<file path="src/hw/regbus_pkg.sv">
package regbus_pkg;

	localparam int REG_ADDR_W = 8;	// word address
	localparam int REG_DATA_W = 32;

	// request, 42 bits
	typedef struct packed {
		logic                  valid;
		logic                  we;
		logic [REG_ADDR_W-1:0] addr;
		logic [REG_DATA_W-1:0] wdata;
	} regbus_req_t;

	// response, 33 bits, always one cycle after the request
	typedef struct packed {
		logic                  valid;
		logic [REG_DATA_W-1:0] rdata;
	} regbus_resp_t;

	// ====================
	// address map
	// ====================
	localparam logic [REG_ADDR_W-1:0] REG_CTRL   = 8'h00;	// [0] global enable, [6:4] threshold
	localparam logic [REG_ADDR_W-1:0] REG_STATUS = 8'h01;	// sticky overflow per queue, w0c
	localparam logic [REG_ADDR_W-1:0] REG_EN0    = 8'h02;	// enables 0..31
	localparam logic [REG_ADDR_W-1:0] REG_EN1    = 8'h03;	// enables 32..63
	localparam logic [REG_ADDR_W-1:0] REG_PEND0  = 8'h04;	// pending 0..31, w1c
	localparam logic [REG_ADDR_W-1:0] REG_PEND1  = 8'h05;	// pending 32..63, w1c
	localparam logic [REG_ADDR_W-1:0] REG_VTBL   = 8'h40;	// vector table 0x40..0x7f

endpackage

</file>
<file path="src/hw/msi_pkg.sv">
package msi_pkg;

	// ====================
	// sizes
	// ====================
	localparam int MSI_NVEC   = 64;	// vectors in the table
	localparam int MSI_VEC_W  = 6;	// vector number width
	localparam int MSI_PRI_W  = 3;	// priority width
	localparam int MSI_DATA_W = 16;	// message payload handed to the core
	localparam int MSI_HND_W  = 28;	// handler word address
	localparam int MSI_STK_W  = 3;	// stack selector

	// one interrupt message as a device sends it, 25 bits
	typedef struct packed {
		logic [MSI_VEC_W-1:0]  vecno;	// which vector
		logic [MSI_PRI_W-1:0]  pri;	// requested priority
		logic [MSI_DATA_W-1:0] data;	// passed through untouched
	} msi_msg_t;

	// vector table entry, exactly one 32 bit register word
	typedef struct packed {
		logic                 ie;	// vector enable
		logic [MSI_STK_W-1:0] swstk;	// stack to switch to
		logic [MSI_HND_W-1:0] handler;	// handler word address
	} msi_vec_t;

	// what the core gets with irq
	typedef struct packed {
		logic [MSI_HND_W-1:0]  handler;
		logic [MSI_DATA_W-1:0] data;
	} msi_ivect_t;

	// map a message priority onto a queue index
	// anything at or past the last queue lands in the last queue
	function automatic logic [MSI_PRI_W-1:0] msi_que_of(
		input logic [MSI_PRI_W-1:0] pri,
		input int                   nques
	);
		if (int'(pri) >= nques)
			return MSI_PRI_W'(nques - 1);
		return pri;
	endfunction

endpackage
</file>
<file path="src/hw/msi_controller.sv">
`timescale 1ns/1ps

module msi_controller #(
	parameter int NQUES  = 7,	// priority queues, 8 at most
	parameter int QDEPTH = 4	// messages per queue
) (
	input  logic                          clk,
	input  logic                          rst,
	// device side
	input  logic                          msg_valid_i,
	input  msi_pkg::msi_msg_t             msg_i,
	output logic [NQUES-1:0]              credit_o,
	// register bus
	input  regbus_pkg::regbus_req_t       reg_req_i,
	output regbus_pkg::regbus_resp_t      reg_resp_o,
	// core side
	output logic                          irq_o,
	output msi_pkg::msi_ivect_t           ivect_o,
	output logic [msi_pkg::MSI_PRI_W-1:0] ipri_o,
	output logic [msi_pkg::MSI_STK_W-1:0] swstk_o,
	input  logic                          irq_ack_i
);
	import msi_pkg::*;

	logic [MSI_PRI_W-1:0]    msg_que;	// clamped target queue
	logic [NQUES-1:0]        fifo_wr;
	logic [NQUES-1:0]        fifo_empty;
	logic [NQUES-1:0]        fifo_full;
	logic [NQUES-1:0]        fifo_pop;
	msi_msg_t [NQUES-1:0]    fifo_head;

	logic                    global_en;
	logic [MSI_PRI_W-1:0]    threshold;
	logic [MSI_NVEC-1:0]     vec_en;

	logic                    tbl_a_en;
	logic                    tbl_a_we;
	logic [MSI_VEC_W-1:0]    tbl_a_addr;
	msi_vec_t                tbl_a_din;
	msi_vec_t                tbl_a_dout;
	logic [MSI_VEC_W-1:0]    tbl_b_addr;
	msi_vec_t                tbl_b_dout;

	assign msg_que  = msi_que_of(msg_i.pri, NQUES);
	assign credit_o = fifo_pop;	// every pop hands back a credit

	// ====================
	// priority queues
	// ====================
	for (genvar g = 0; g < NQUES; g++) begin : g_que
		assign fifo_wr[g] = msg_valid_i && (msg_que == MSI_PRI_W'(g));

		msi_prio_fifo #(
			.QDEPTH (QDEPTH)
		) u_fifo (
			.clk     (clk),
			.rst     (rst),
			.wr_i    (fifo_wr[g]),
			.din_i   (msg_i),
			.rd_i    (fifo_pop[g]),
			.dout_o  (fifo_head[g]),
			.empty_o (fifo_empty[g]),
			.full_o  (fifo_full[g])
		);
	end

	msi_dispatch #(
		.NQUES (NQUES)
	) u_dispatch (
		.clk         (clk),
		.rst         (rst),
		.empty_i     (fifo_empty),
		.head_i      (fifo_head),
		.global_en_i (global_en),
		.threshold_i (threshold),
		.vec_en_i    (vec_en),
		.tbl_entry_i (tbl_b_dout),
		.irq_ack_i   (irq_ack_i),
		.pop_o       (fifo_pop),
		.tbl_addr_o  (tbl_b_addr),
		.irq_o       (irq_o),
		.ivect_o     (ivect_o),
		.ipri_o      (ipri_o),
		.swstk_o     (swstk_o)
	);

	msi_regs #(
		.NQUES (NQUES)
	) u_regs (
		.clk         (clk),
		.rst         (rst),
		.req_i       (reg_req_i),
		.resp_o      (reg_resp_o),
		.msg_valid_i (msg_valid_i),
		.msg_i       (msg_i),
		.full_i      (fifo_full),
		.global_en_o (global_en),
		.threshold_o (threshold),
		.vec_en_o    (vec_en),
		.tbl_en_o    (tbl_a_en),
		.tbl_we_o    (tbl_a_we),
		.tbl_addr_o  (tbl_a_addr),
		.tbl_din_o   (tbl_a_din),
		.tbl_dout_i  (tbl_a_dout)
	);

	msi_vector_table u_vtbl (
		.clk      (clk),
		.a_en_i   (tbl_a_en),
		.a_we_i   (tbl_a_we),
		.a_addr_i (tbl_a_addr),
		.a_din_i  (tbl_a_din),
		.a_dout_o (tbl_a_dout),
		.b_addr_i (tbl_b_addr),
		.b_dout_o (tbl_b_dout)
	);

endmodule

</file>
<file path="src/hw/msi_regs.sv">
`timescale 1ns/1ps

module msi_regs #(
	parameter int NQUES = 7
) (
	input  logic                          clk,
	input  logic                          rst,
	// register bus
	input  regbus_pkg::regbus_req_t       req_i,
	output regbus_pkg::regbus_resp_t      resp_o,
	// message snoop
	input  logic                          msg_valid_i,
	input  msi_pkg::msi_msg_t             msg_i,
	input  logic [NQUES-1:0]              full_i,
	// to dispatcher
	output logic                          global_en_o,
	output logic [msi_pkg::MSI_PRI_W-1:0] threshold_o,
	output logic [msi_pkg::MSI_NVEC-1:0]  vec_en_o,
	// vector table port a
	output logic                          tbl_en_o,
	output logic                          tbl_we_o,
	output logic [msi_pkg::MSI_VEC_W-1:0] tbl_addr_o,
	output msi_pkg::msi_vec_t             tbl_din_o,
	input  msi_pkg::msi_vec_t             tbl_dout_i
);
	import msi_pkg::*;
	import regbus_pkg::*;

	logic                   gen_q;	// global enable
	logic [MSI_PRI_W-1:0]   thresh_q;
	logic [MSI_NVEC-1:0]    vec_en_q;
	logic [MSI_NVEC-1:0]    pend_q;
	logic [NQUES-1:0]       ovf_q;	// sticky overflow per queue

	logic                   wr_req;
	logic                   tbl_hit;
	logic [MSI_PRI_W-1:0]   msg_que;
	logic [MSI_NVEC-1:0]    pend_clr;
	logic [MSI_NVEC-1:0]    pend_set;
	logic [NQUES-1:0]       ovf_keep;
	logic [NQUES-1:0]       ovf_set;
	logic [REG_DATA_W-1:0]  rd_mux;

	logic                   resp_vld_q;
	logic                   tbl_rd_q;	// response comes from the table
	logic [REG_DATA_W-1:0]  rdata_q;

	assign wr_req  = req_i.valid & req_i.we;
	assign tbl_hit = (req_i.addr[7:6] == REG_VTBL[7:6]);	// 0x40..0x7f
	assign msg_que = msi_que_of(msg_i.pri, NQUES);

	// ====================
	// table port a
	// ====================
	assign tbl_en_o   = req_i.valid & tbl_hit;
	assign tbl_we_o   = wr_req & tbl_hit;
	assign tbl_addr_o = req_i.addr[MSI_VEC_W-1:0];
	assign tbl_din_o  = msi_vec_t'(req_i.wdata);

	// set and clear masks, a new message beats a same cycle clear
	always_comb begin
		pend_clr = '0;
		ovf_keep = '1;
		if (wr_req && req_i.addr == REG_PEND0)
			pend_clr[31:0] = req_i.wdata;	// write one to clear
		if (wr_req && req_i.addr == REG_PEND1)
			pend_clr[63:32] = req_i.wdata;
		if (wr_req && req_i.addr == REG_STATUS)
			ovf_keep = req_i.wdata[NQUES-1:0];	// write zero to clear
	end

	assign pend_set = msg_valid_i ? (MSI_NVEC'(1) << msg_i.vecno) : '0;
	assign ovf_set  = msg_valid_i ? (full_i & (NQUES'(1) << msg_que)) : '0;

	// ====================
	// control registers
	// ====================
	always_ff @(posedge clk) begin
		if (rst) begin
			gen_q    <= 1'b0;
			thresh_q <= '0;
			vec_en_q <= '0;
			pend_q   <= '0;
			ovf_q    <= '0;
		end else begin
			if (wr_req) begin
				case (req_i.addr)
					REG_CTRL: begin
						gen_q    <= req_i.wdata[0];
						thresh_q <= req_i.wdata[6:4];
					end
					REG_EN0: vec_en_q[31:0]  <= req_i.wdata;
					REG_EN1: vec_en_q[63:32] <= req_i.wdata;
					default: ;	// status/pend below, others ignored
				endcase
			end
			pend_q <= (pend_q & ~pend_clr) | pend_set;
			ovf_q  <= (ovf_q & ovf_keep) | ovf_set;
		end
	end

	assign global_en_o = gen_q;
	assign threshold_o = thresh_q;
	assign vec_en_o    = vec_en_q;

	// ====================
	// read path
	// ====================
	// values seen before this cycle's write
	always_comb begin
		case (req_i.addr)
			REG_CTRL:   rd_mux = {25'd0, thresh_q, 3'd0, gen_q};
			REG_STATUS: rd_mux = REG_DATA_W'(ovf_q);
			REG_EN0:    rd_mux = vec_en_q[31:0];
			REG_EN1:    rd_mux = vec_en_q[63:32];
			REG_PEND0:  rd_mux = pend_q[31:0];
			REG_PEND1:  rd_mux = pend_q[63:32];
			default:    rd_mux = '0;	// unmapped reads zero
		endcase
	end

	always_ff @(posedge clk) begin
		if (rst) begin
			resp_vld_q <= 1'b0;
			tbl_rd_q   <= 1'b0;
		end else begin
			resp_vld_q <= req_i.valid;	// one response per request
			tbl_rd_q   <= req_i.valid & ~req_i.we & tbl_hit;
		end
	end

	always_ff @(posedge clk) begin
		rdata_q <= (req_i.valid && !req_i.we) ? rd_mux : '0;
	end

	// table data shows up with the response, straight from port a
	assign resp_o.valid = resp_vld_q;
	assign resp_o.rdata = tbl_rd_q ? REG_DATA_W'(tbl_dout_i) : rdata_q;

endmodule

</file>
<file path="src/hw/msi_dispatch.sv">
`timescale 1ns/1ps

module msi_dispatch #(
	parameter int NQUES = 7
) (
	input  logic                                clk,
	input  logic                                rst,
	input  logic [NQUES-1:0]                    empty_i,
	input  msi_pkg::msi_msg_t [NQUES-1:0]       head_i,
	input  logic                                global_en_i,
	input  logic [msi_pkg::MSI_PRI_W-1:0]       threshold_i,
	input  logic [msi_pkg::MSI_NVEC-1:0]        vec_en_i,
	input  msi_pkg::msi_vec_t                   tbl_entry_i,
	input  logic                                irq_ack_i,
	output logic [NQUES-1:0]                    pop_o,
	output logic [msi_pkg::MSI_VEC_W-1:0]       tbl_addr_o,
	output logic                                irq_o,
	output msi_pkg::msi_ivect_t                 ivect_o,
	output logic [msi_pkg::MSI_PRI_W-1:0]       ipri_o,
	output logic [msi_pkg::MSI_STK_W-1:0]       swstk_o
);
	import msi_pkg::*;

	localparam int QW = (NQUES > 1) ? $clog2(NQUES) : 1;	// queue index width

	typedef enum logic [1:0] {
		ST_SELECT,	// pick a queue
		ST_LOOKUP,	// table read in flight
		ST_DECIDE,	// gate check
		ST_WAIT		// irq up until the ack
	} state_t;

	state_t          state_q;
	logic [QW-1:0]   sel_q;	// chosen queue
	logic [QW-1:0]   sel_nx;
	logic            found;	// some queue is eligible
	msi_msg_t        head_q;	// copy of the chosen head
	logic            gate_ok;
	logic            pop_now;

	// highest non-empty queue at or above threshold wins
	always_comb begin
		found  = 1'b0;
		sel_nx = '0;
		for (int q = 0; q < NQUES; q++) begin
			if (!empty_i[q] && q >= int'(threshold_i)) begin
				found  = 1'b1;
				sel_nx = QW'(q);
			end
		end
	end

	assign tbl_addr_o = head_q.vecno;	// port b address holds steady after select
	assign gate_ok    = global_en_i & tbl_entry_i.ie & vec_en_i[head_q.vecno];

	// head leaves on a discard or on the ack
	assign pop_now = ((state_q == ST_DECIDE) && !gate_ok) || ((state_q == ST_WAIT) && irq_ack_i);
	assign pop_o   = pop_now ? (NQUES'(1) << sel_q) : '0;

	// latch the chosen head until it is popped
	always_ff @(posedge clk) begin
		if (rst)
			head_q <= '0;
		else if (state_q == ST_SELECT && found)
			head_q <= head_i[sel_nx];
	end

	// ====================
	// sequence
	// ====================
	always_ff @(posedge clk) begin
		if (rst) begin
			state_q <= ST_SELECT;
			sel_q   <= '0;
			irq_o   <= 1'b0;
			ivect_o <= '0;
			ipri_o  <= '0;
			swstk_o <= '0;
		end else begin
			case (state_q)
				ST_SELECT: begin
					if (found) begin
						sel_q   <= sel_nx;
						state_q <= ST_LOOKUP;
					end
				end
				ST_LOOKUP: state_q <= ST_DECIDE;	// entry lands next cycle
				ST_DECIDE: begin
					if (gate_ok) begin
						irq_o           <= 1'b1;
						ivect_o.handler <= tbl_entry_i.handler;
						ivect_o.data    <= head_q.data;
						ipri_o          <= MSI_PRI_W'(sel_q);	// clamped queue index
						swstk_o         <= tbl_entry_i.swstk;
						state_q         <= ST_WAIT;
					end else begin
						state_q <= ST_SELECT;	// dropped with its pending bit left set
					end
				end
				ST_WAIT: begin
					if (irq_ack_i) begin
						irq_o   <= 1'b0;
						state_q <= ST_SELECT;
					end
				end
				default: state_q <= ST_SELECT;
			endcase
		end
	end

endmodule

</file>
<file path="src/hw/msi_vector_table.sv">
`timescale 1ns/1ps

module msi_vector_table (
	input  logic                          clk,
	// register side
	input  logic                          a_en_i,
	input  logic                          a_we_i,
	input  logic [msi_pkg::MSI_VEC_W-1:0] a_addr_i,
	input  msi_pkg::msi_vec_t             a_din_i,
	output msi_pkg::msi_vec_t             a_dout_o,
	// dispatch side, read only
	input  logic [msi_pkg::MSI_VEC_W-1:0] b_addr_i,
	output msi_pkg::msi_vec_t             b_dout_o
);
	import msi_pkg::*;

	msi_vec_t mem [MSI_NVEC];	// one entry per vector

	// ====================
	// port a
	// ====================
	// read returns the old word on a write cycle
	always_ff @(posedge clk) begin
		if (a_en_i) begin
			if (a_we_i)
				mem[a_addr_i] <= a_din_i;
			a_dout_o <= mem[a_addr_i];
		end
	end

	// ====================
	// port b
	// ====================
	// lookup is always on, one cycle latency
	always_ff @(posedge clk) begin
		b_dout_o <= mem[b_addr_i];
	end

endmodule

</file>
<file path="src/hw/msi_prio_fifo.sv">
`timescale 1ns/1ps

module msi_prio_fifo #(
	parameter int QDEPTH = 4
) (
	input  logic              clk,
	input  logic              rst,
	input  logic              wr_i,
	input  msi_pkg::msi_msg_t din_i,
	input  logic              rd_i,
	output msi_pkg::msi_msg_t dout_o,
	output logic              empty_o,
	output logic              full_o
);
	import msi_pkg::*;

	localparam int AW = (QDEPTH > 1) ? $clog2(QDEPTH) : 1;	// pointer width
	localparam int CW = $clog2(QDEPTH + 1);	// count has to reach QDEPTH

	msi_msg_t        mem [QDEPTH];	// message storage
	logic [AW-1:0]   wr_ptr;
	logic [AW-1:0]   rd_ptr;
	logic [CW-1:0]   count;	// messages held
	logic            do_wr;
	logic            do_rd;

	assign empty_o = (count == '0);
	assign full_o  = (count == CW'(QDEPTH));
	assign do_wr   = wr_i & ~full_o;	// dropped when full
	assign do_rd   = rd_i & ~empty_o;

	assign dout_o = mem[rd_ptr];	// head is always visible

	// new message goes in at the tail
	always_ff @(posedge clk) begin
		if (do_wr)
			mem[wr_ptr] <= din_i;
	end

	// pointers wrap at QDEPTH, which need not be a power of two
	always_ff @(posedge clk) begin
		if (rst) begin
			wr_ptr <= '0;
			rd_ptr <= '0;
			count  <= '0;
		end else begin
			if (do_wr)
				wr_ptr <= (wr_ptr == AW'(QDEPTH - 1)) ? '0 : wr_ptr + 1'b1;
			if (do_rd)
				rd_ptr <= (rd_ptr == AW'(QDEPTH - 1)) ? '0 : rd_ptr + 1'b1;
			case ({do_wr, do_rd})
				2'b10:   count <= count + 1'b1;
				2'b01:   count <= count - 1'b1;
				default: count <= count;	// both or neither
			endcase
		end
	end

endmodule

</file>
<file path="config.mk">
export PLATFORM = sky130hd
export DESIGN_NAME = msi_controller
export DESIGN_NICKNAME = d
export VERILOG_FILES = /design/src/hw/regbus_pkg.sv /design/src/hw/msi_pkg.sv /design/src/hw/msi_controller.sv /design/src/hw/msi_regs.sv /design/src/hw/msi_dispatch.sv /design/src/hw/msi_vector_table.sv /design/src/hw/msi_prio_fifo.sv
export SDC_FILE = /design/constraint.sdc
export NUM_CORES = 2
export LEC_CHECK = 0
export ABC_AREA = 1
export ABC_CLOCK_PERIOD_IN_PS = 8000
export BUFFER_PORTS_ARGS = -buffer_cell sky130_fd_sc_hd__buf_2
export CAP_MARGIN = 20
export CORE_MARGIN = 3
export CORE_UTILIZATION = 35
export CTS_BUF_LIST = sky130_fd_sc_hd__clkbuf_16
export CTS_CLUSTER_DIAMETER = 100
export CTS_CLUSTER_SIZE = 16
export DETAILED_ROUTE_END_ITERATION = 7
export PLACE_DENSITY_LB_ADDON = 0.15
export SLEW_MARGIN = 10
export SYNTH_ARGS = -nofsm -noshare
export SYNTH_HDL_FRONTEND = slang
export SYNTH_SLANG_ARGS = --single-unit
export TNS_END_PERCENT = 20
</file>
<file path="constraint.sdc">
create_clock -name clk -period 8 [get_ports clk]
set_input_delay 0.8 -clock clk [delete_from_list [all_inputs] [get_ports clk]]
set_output_delay 0.8 -clock clk [all_outputs]
set_load 0.05 [all_outputs]
</file>
### Word-level counts from Yosys, hierarchy flattened

Memories as Yosys holds them, arrays and structs flattened. A register that Yosys moved wholly into a read port is not among the register bits.
Cells that the tools add are included.

| storage, ports and cells | value |
|---|---|
| register bits after elaboration | 300 |
| RAM bits | 2748 |
| bits of input ports | 71 |
| output and inout bits | 91 |
| word-level logic and storage cells | 326 |
| memories | 8 |

Memory list:

| memory | words | width | read ports | clocked after memory_dff | write ports | RTL line | source |
|---|---|---|---|---|---|---|---|
| u_vtbl.mem | 64 | 32 | 2 | 2 | 1 | msi_vector_table.sv:17 | `msi_vec_t mem [MSI_NVEC];` |
| g_que[0].u_fifo.mem | 4 | 25 | 1 | 1 | 1 | msi_prio_fifo.sv:20 | `msi_msg_t mem [QDEPTH];` |
| g_que[1].u_fifo.mem | 4 | 25 | 1 | 1 | 1 | msi_prio_fifo.sv:20 |  |
| g_que[2].u_fifo.mem | 4 | 25 | 1 | 1 | 1 | msi_prio_fifo.sv:20 |  |
| g_que[3].u_fifo.mem | 4 | 25 | 1 | 1 | 1 | msi_prio_fifo.sv:20 |  |
| g_que[4].u_fifo.mem | 4 | 25 | 1 | 1 | 1 | msi_prio_fifo.sv:20 |  |
| 2 more memories | n/a | n/a | n/a | n/a | n/a | n/a |  |

| cells by class | value |
|---|---|
| add/sub/neg operators | 28 |
| magnitude comparators | 10 |
| eq/ne operators | 53 |
| shift-type cells | 3 |
| muxes and demuxes | 87 |
| bitwise logic cells | 42 |
| reductions and logical operators | 56 |

Operators by type and width:

| cell | number |
|---|---|
| 32-bit case mux with 6 select lines | 1 |
| 32-bit two-way mux | 3 |
| 25-bit binary-select mux with 3-bit select | 1 |
| 2-bit two-way mux | 33 |
| 64-bit AND | 1 |
| 64-bit two-way mux | 1 |
| 64-bit NOT | 1 |
| 64-bit OR | 1 |
| 1-bit by 6-bit left shift with 64-bit output, first input constant | 1 |
| 2-bit == test, second input constant | 23 |
| 3-bit case mux with 2 select lines | 7 |
| 3-bit == test, second input constant | 10 |
| 1-bit two-way mux | 29 |
| 2-bit by 1-bit adder with 2-bit output, second input constant | 14 |
| 25-bit two-way mux | 1 |
| 3-bit logical NOT | 8 |
| 3-bit by 1-bit adder with 3-bit output, second input constant | 7 |
| 1-bit AND | 21 |
| 1-bit logical AND | 21 |
| 7-bit two-way mux | 3 |
| 3-bit by 1-bit subtractor with 3-bit output, second input constant | 7 |
| 2-bit by 1-bit == test with 1-bit output, second input constant | 9 |
| 8-bit by 2-bit == test with 1-bit output, second input constant | 2 |
| 8-bit by 3-bit == test with 1-bit output, second input constant | 2 |
| 26 further kinds | 72 |

### Longest topological paths before layout

| depth | value |
|---|---|
| word-level depth | 12 |
| depth in mapped cells | 23 |
| mapped depth without buffers | 21 |

### By module

From an unflattened synthesis, not the netlist that was laid out.

| unflattened totals | value |
|---|---|
| cell total of the unflattened synthesis | 17025 |
| area, all modules | 150637.0 um^2 |

By module, submodules not included:

| module | instances | cells each | area each (um^2) |
|---|---|---|---|
| msi_vector_table | 1 | 12556 | 106418.3 |
| msi_prio_fifo | 7 | 314 | 4314.1 |
| msi_regs | 1 | 1187 | 8119.0 |
| msi_dispatch | 1 | 1068 | 5828.1 |
| msi_controller | 1 | 16 | 72.6 |

### Worst setup path after synthesis

OpenSTA, ideal clock, no wires.

| timing | value |
|---|---|
| path kind | input -> register |
| start | input reg_req_i[38] (netlist bit) |
| end | memory u_vtbl.mem[16][0] (netlist bit), enable pin |
| library setup time | 0.502 ns |
| data arrival time | 4.547 ns |
| data required time | 7.498 ns |
| slack | 2.952 ns |
| cell stages on the path | 6 |
| path buffers | 0 |
| path through | inv_1 -> nor2_1 -> inv_1 -> nor2_1 -> nand2_1 -> nor4_1 |

| on the way | value |
|---|---|
| word-level cells in the longest chain between the ends | 5 |
| elaborated cells on any way between the ends | 6 |
| classes of those cells | eq/ne: 1; mux: 3; bitwise: 2 |

RTL lines:

| element | RTL line | source |
|---|---|---|
| start, declared | msi_controller.sv:14 | `input regbus_pkg::regbus_req_t reg_req_i,` |
| 2-bit by 1-bit == test with 1-bit output (*) | msi_regs.sv:49 | `assign tbl_hit = (req_i.addr[7:6] == REG_VTBL[7:6]);` |
| 1-bit AND | msi_regs.sv:56 | `assign tbl_we_o = wr_req & tbl_hit;` |
| 1-bit two-way mux | msi_vector_table.sv:25 | `if (a_we_i)` |
| 1-bit two-way mux (*) | msi_vector_table.sv:24 | `if (a_en_i) begin` |
| 1-bit two-way mux (not written as such) (*) | msi_vector_table.sv:26 | `mem[a_addr_i] <= a_din_i;` |
| end, declared | msi_vector_table.sv:17 |  |

Every way passes the cells marked *; elsewhere a longest branch is shown, timed or not.

### Worst setup path after layout

| timing | value |
|---|---|
| start | register u_dispatch.head_q, in the netlist u_dispatch.tbl_addr_o[1] |
| end | output credit_o[3] |

| on the way | value |
|---|---|
| word-level cells in the longest chain between the ends | 7 |

RTL lines:

| element | RTL line | source |
|---|---|---|
| start, declared | msi_dispatch.sv:37 | `msi_msg_t head_q;` |
| start signal, assigned | msi_dispatch.sv:65 | `head_q <= head_i[sel_nx];` |
| 1-bit binary-select mux with 6-bit select | msi_dispatch.sv:54 | `assign gate_ok = global_en_i & tbl_entry_i.ie & vec_en_i[head_q.vecno];` |
| 1-bit two-way mux (not written as such) | msi_dispatch.sv:54 |  |
| 1-bit AND | msi_dispatch.sv:54 |  |
| 1-bit logical NOT | msi_dispatch.sv:57 | `assign pop_now = ((state_q == ST_DECIDE) && !gate_ok) \|\| ((state_q == ST_WAIT) && irq_ack_i);` |
| 1-bit logical AND | msi_dispatch.sv:57 |  |
| 1-bit logical OR | msi_dispatch.sv:57 |  |
| 7-bit two-way mux | msi_dispatch.sv:58 | `assign pop_o = pop_now ? (NQUES'(1) << sel_q) : '0;` |
| end, declared | msi_controller.sv:12 | `output logic [NQUES-1:0] credit_o,` |

Every way passes these cells. The select of a mux whose other input is x is not followed.

==> flow_metrics.env <==
export IMPL_antenna_found_initial=60
export IMPL_ys_seq_elements=3042
export IMPL_drt_iter0_drc=17900
export IMPL_crit_chain="inv_8, nand3_1, nand3_1, nand2_1, nand2_1, nand3_1, nand3_1, nand2_1, nand2_1, nand2_1, nand2_2, inv_2, nor4_1, buf_2"
export IMPL_critPathMaxFanout=84
export IMPL_fin_crit_ns=5.09
export IMPL_p_per_area_nw_per_um2=238
export IMPL_critPathKind="reg2out"
export IMPL_setup_viol=0
export IMPL_max_freq_ghz=0.197
export IMPL_outcome="finished with violations"
export IMPL_grt_start_max_net_pins=162
export IMPL_avgSynthCellArea_um2=11.1
export IMPL_slowest_stage="inv_8"
export IMPL_path_delay_family="simple AND/OR/NAND/NOR gates"
export IMPL_syn_inst=12000
export IMPL_num_io_pins=162
export IMPL_path_common_cell="nand2_1"
export IMPL_viasPerCell=6.33
export IMPL_max_slew_margin_pct=7.64
export IMPL_firstDrtPassIters=8
export IMPL_die_w_um=624
export IMPL_finalCritPeriodShare_pct=63.6
export IMPL_area_growth_pct=9.75
export IMPL_clock_skew_ns=0.0877
export IMPL_via_count=107000
export IMPL_maxCapViolCount=0
export IMPL_cts_buffer_depth=4
export IMPL_post_cts_resized=0
export IMPL_finish_utilization_pct=38.6
export IMPL_tightestPinTransition_ns=1.37
export IMPL_hp_class="in2reg"
export IMPL_cts_tree="yes"
export IMPL_finalNetCount=11900
export IMPL_grt_pass1_vias=99200
export IMPL_wirelength_um=567000
export IMPL_synth_cell_type_count=53
export IMPL_wire_per_inst_um=33.5
export IMPL_numCtsBuffers=213
export IMPL_yosysWarningCount=0
export IMPL_r2r_start="u_dispatch.tbl_addr_o[0]"
export IMPL_endpoint_kind="output pin"
export IMPL_synth_seq_area_share_pct=65.8
export IMPL_critPathBufInv=3
export IMPL_critPathLaunchType="flop"
export IMPL_seq_area_um2=87900
export IMPL_critPathCapture="credit_o[3]"
export IMPL_final_common_cell="edfxtp_1"
export IMPL_core_area_um2=379000
export IMPL_initial_core_util_pct=35.2
export IMPL_holdBufCountCts=0
export IMPL_clkTransAtPathRegs_ns=0.08
export IMPL_crit_start="u_dispatch.tbl_addr_o[1]"
export IMPL_syn_area_um2=134000
export IMPL_irDropWorstVdd_uv=228
export IMPL_post_cts_setup_buffers=0
export IMPL_drive_gt1_share_pct=8.13
export IMPL_grt_overflow=0
export IMPL_p_leak_nw=47.0
export IMPL_route_detailed_drc=15
export IMPL_port_buffers=161
export IMPL_cts_root_buffer="clkbuf_16"
export IMPL_worstPathRequired_ns=7.20
export IMPL_synthesis_nets=12100
export IMPL_fillers=36100
export IMPL_dpl_hpwl_um=332000
export IMPL_cts_sinks=3042
export IMPL_r2r_end="u_vtbl.b_dout_o[3]"
export IMPL_most_common_layout_cells="edfxtp_1 (2696), nor2_1 (1731), o21ai_0 (1641)"
export IMPL_fin_cells=16900
export IMPL_rsz0062_at_grt="false"
export IMPL_cp_arrival_ns=4.29
export IMPL_path_depth=14
export IMPL_dp_cells=16500
export IMPL_cts_max_level=4
export IMPL_worstRegToRegCells=12
export IMPL_violations="design-rule violations"
export IMPL_gp_congestion=0.886
export IMPL_finalHoldViolations=0
export IMPL_cpPeakStageDelay_ns=0.60
export IMPL_die_area_um2=389000
export IMPL_worstHoldStart="msg_i[18]"
export IMPL_regToRegSetupSlack_ns=2.92
export IMPL_slew_viol_final=0
export IMPL_rows=226
export IMPL_antenna_left=0
export IMPL_clk_latency_ns=0.97
export IMPL_die_h_um=624
export IMPL_multi_input_area_um2=41400
export IMPL_grt_pass1_wl_um=782000
export IMPL_grt_usage_pct=27.9
export IMPL_tns_ns=0
## registers in the layout, summed over array words and instances, names as in the netlist, 2 cells and up, named ones only
register               flops
u_vtbl.b_dout_o           32
u_dispatch.tbl_addr_o      6
u_dispatch.ivect_o        44
u_regs.vec_en_o           64
u_regs.ovf_q               7
u_vtbl.mem              2048
g_que.u_fifo.count        21
u_dispatch.swstk_o         3
u_regs.rdata_q            32
u_regs.threshold_o         3
u_dispatch.state_q         2
u_dispatch.head_q         16
g_que.u_fifo.mem         616
u_vtbl.a_dout_o           32
u_dispatch.sel_q           3
g_que.u_fifo.wr_ptr       14
g_que.u_fifo.rd_ptr       14
u_dispatch.ipri_o          3
u_regs.pend_q             64
## cell families (layout without fill, tap and decap cells)
logic type / after synthesis / in the layout / synth area share (%)
fa+ha+maj: 49 / 49 / 0.498
mux: 32 / 32 / 0.270
buf+inv: 1201 / 1066 / 3.72
other cells: 0 / 21 / 0
flops: 3042 / 3042 / 65.8
simple gates: 3355 / 3355 / 10.1
compound gates: 4343 / 4343 / 19.6
## layer usage
metal	vias up	routed length (µm)	global-route usage, %
met4	26	20500	9.23
met3	1053	67700	7.25
met5	-	172	0
li1	44500	-	-
met2	7254	248000	42.0
met1	54300	231000	39.0
## final cells by class
type                            count  area share, %
Clock buffer                      214           3.65
Antenna cell                       21         0.0359
Tap cell                         5016           4.28
Clock inverter                    148          0.510
Sequential cell                  3042           60.0
Inverter                          204          0.564
Multi-Input combinational cell   7779           28.3
Timing Repair Buffer              500           2.72
## worst min path at each step
| stage | to | cells after the start | slack [ns] |
|---|---|---|---|
| 5_1_grt | u_regs.ovf_q[6] | 3 | 0.13 |
| 3_5_place_dp | u_dispatch.ivect_o[13] | 2 | 0.45 |
| 4_1_cts | u_regs.ovf_q[4] | 3 | 0.1 |
| 3_3_place_gp | u_dispatch.ivect_o[36] | 2 | 0.45 |
| 6_report | u_regs.ovf_q[5] | 3 | 0.17 |
| 2_1_floorplan | u_regs.rdata_q[1] | 2 | 0.44 |
## cell usage after synthesis, drive strengths merged
master	n	area share [%]
a211oi	40	0.22
a21boi	3	0.017
a21oi	624	2.3
a221oi	13	0.085
a22o	16	0.10
a22oi	842	4.7
a311o	19	0.14
a311oi	5	0.033
a31o	42	0.28
a31oi	49	0.23
a32o	45	0.34
a32oi	23	0.15
a41oi	25	0.16
buf	335	1.3
clkbuf	662	1.9
clkinv	17	0.048
dfxtp	346	5.2
edfxtp	2696	61
fa	7	0.10
ha	42	0.39
inv	187	0.53
mux2	32	0.27
nand2	1056	3.0
nand3	269	1.0
nand3b	1	0.0056
nand4	145	0.68
nor2	1831	5.2
nor3	40	0.18
nor4	7	0.044
o2111ai	27	0.18
o211a	12	0.090
o211ai	26	0.15
o21a	39	0.22
o21ai	1724	6.5
o221ai	8	0.052
o22ai	692	3.2
o31ai	54	0.30
o32ai	15	0.098
or2	6	0.028
## metrics by stage
step                total power [mW]  cell area [µm²]  worst slack [ns]  hold WS (ns)
floorplan                       21.2           134000              2.95         0.442
global placement                24.3           140000              2.67         0.447
detailed placement              24.3           140000              2.99         0.450
CTS                             34.7           146000              2.87        0.0969
global route                    35.8           147000              2.69         0.129
finish                          34.8           147000              2.91         0.169
## report_power, final
part | switching [mW] | leakage [nW] | total, mW | internal (mW)
combinational | 4.83 | 16.5 | 6.33 | 1.50
clock | 5.79 | 3.46 | 10.6 | 4.86
sequential | 0.445 | 27.1 | 17.9 | 17.4
## worst min-delay path, cell delays in order
cell and delay (ns):
buf_2 0.13, nand4_1 0.10, a21oi_1 0.06
(Power assumes the default switching activity.)
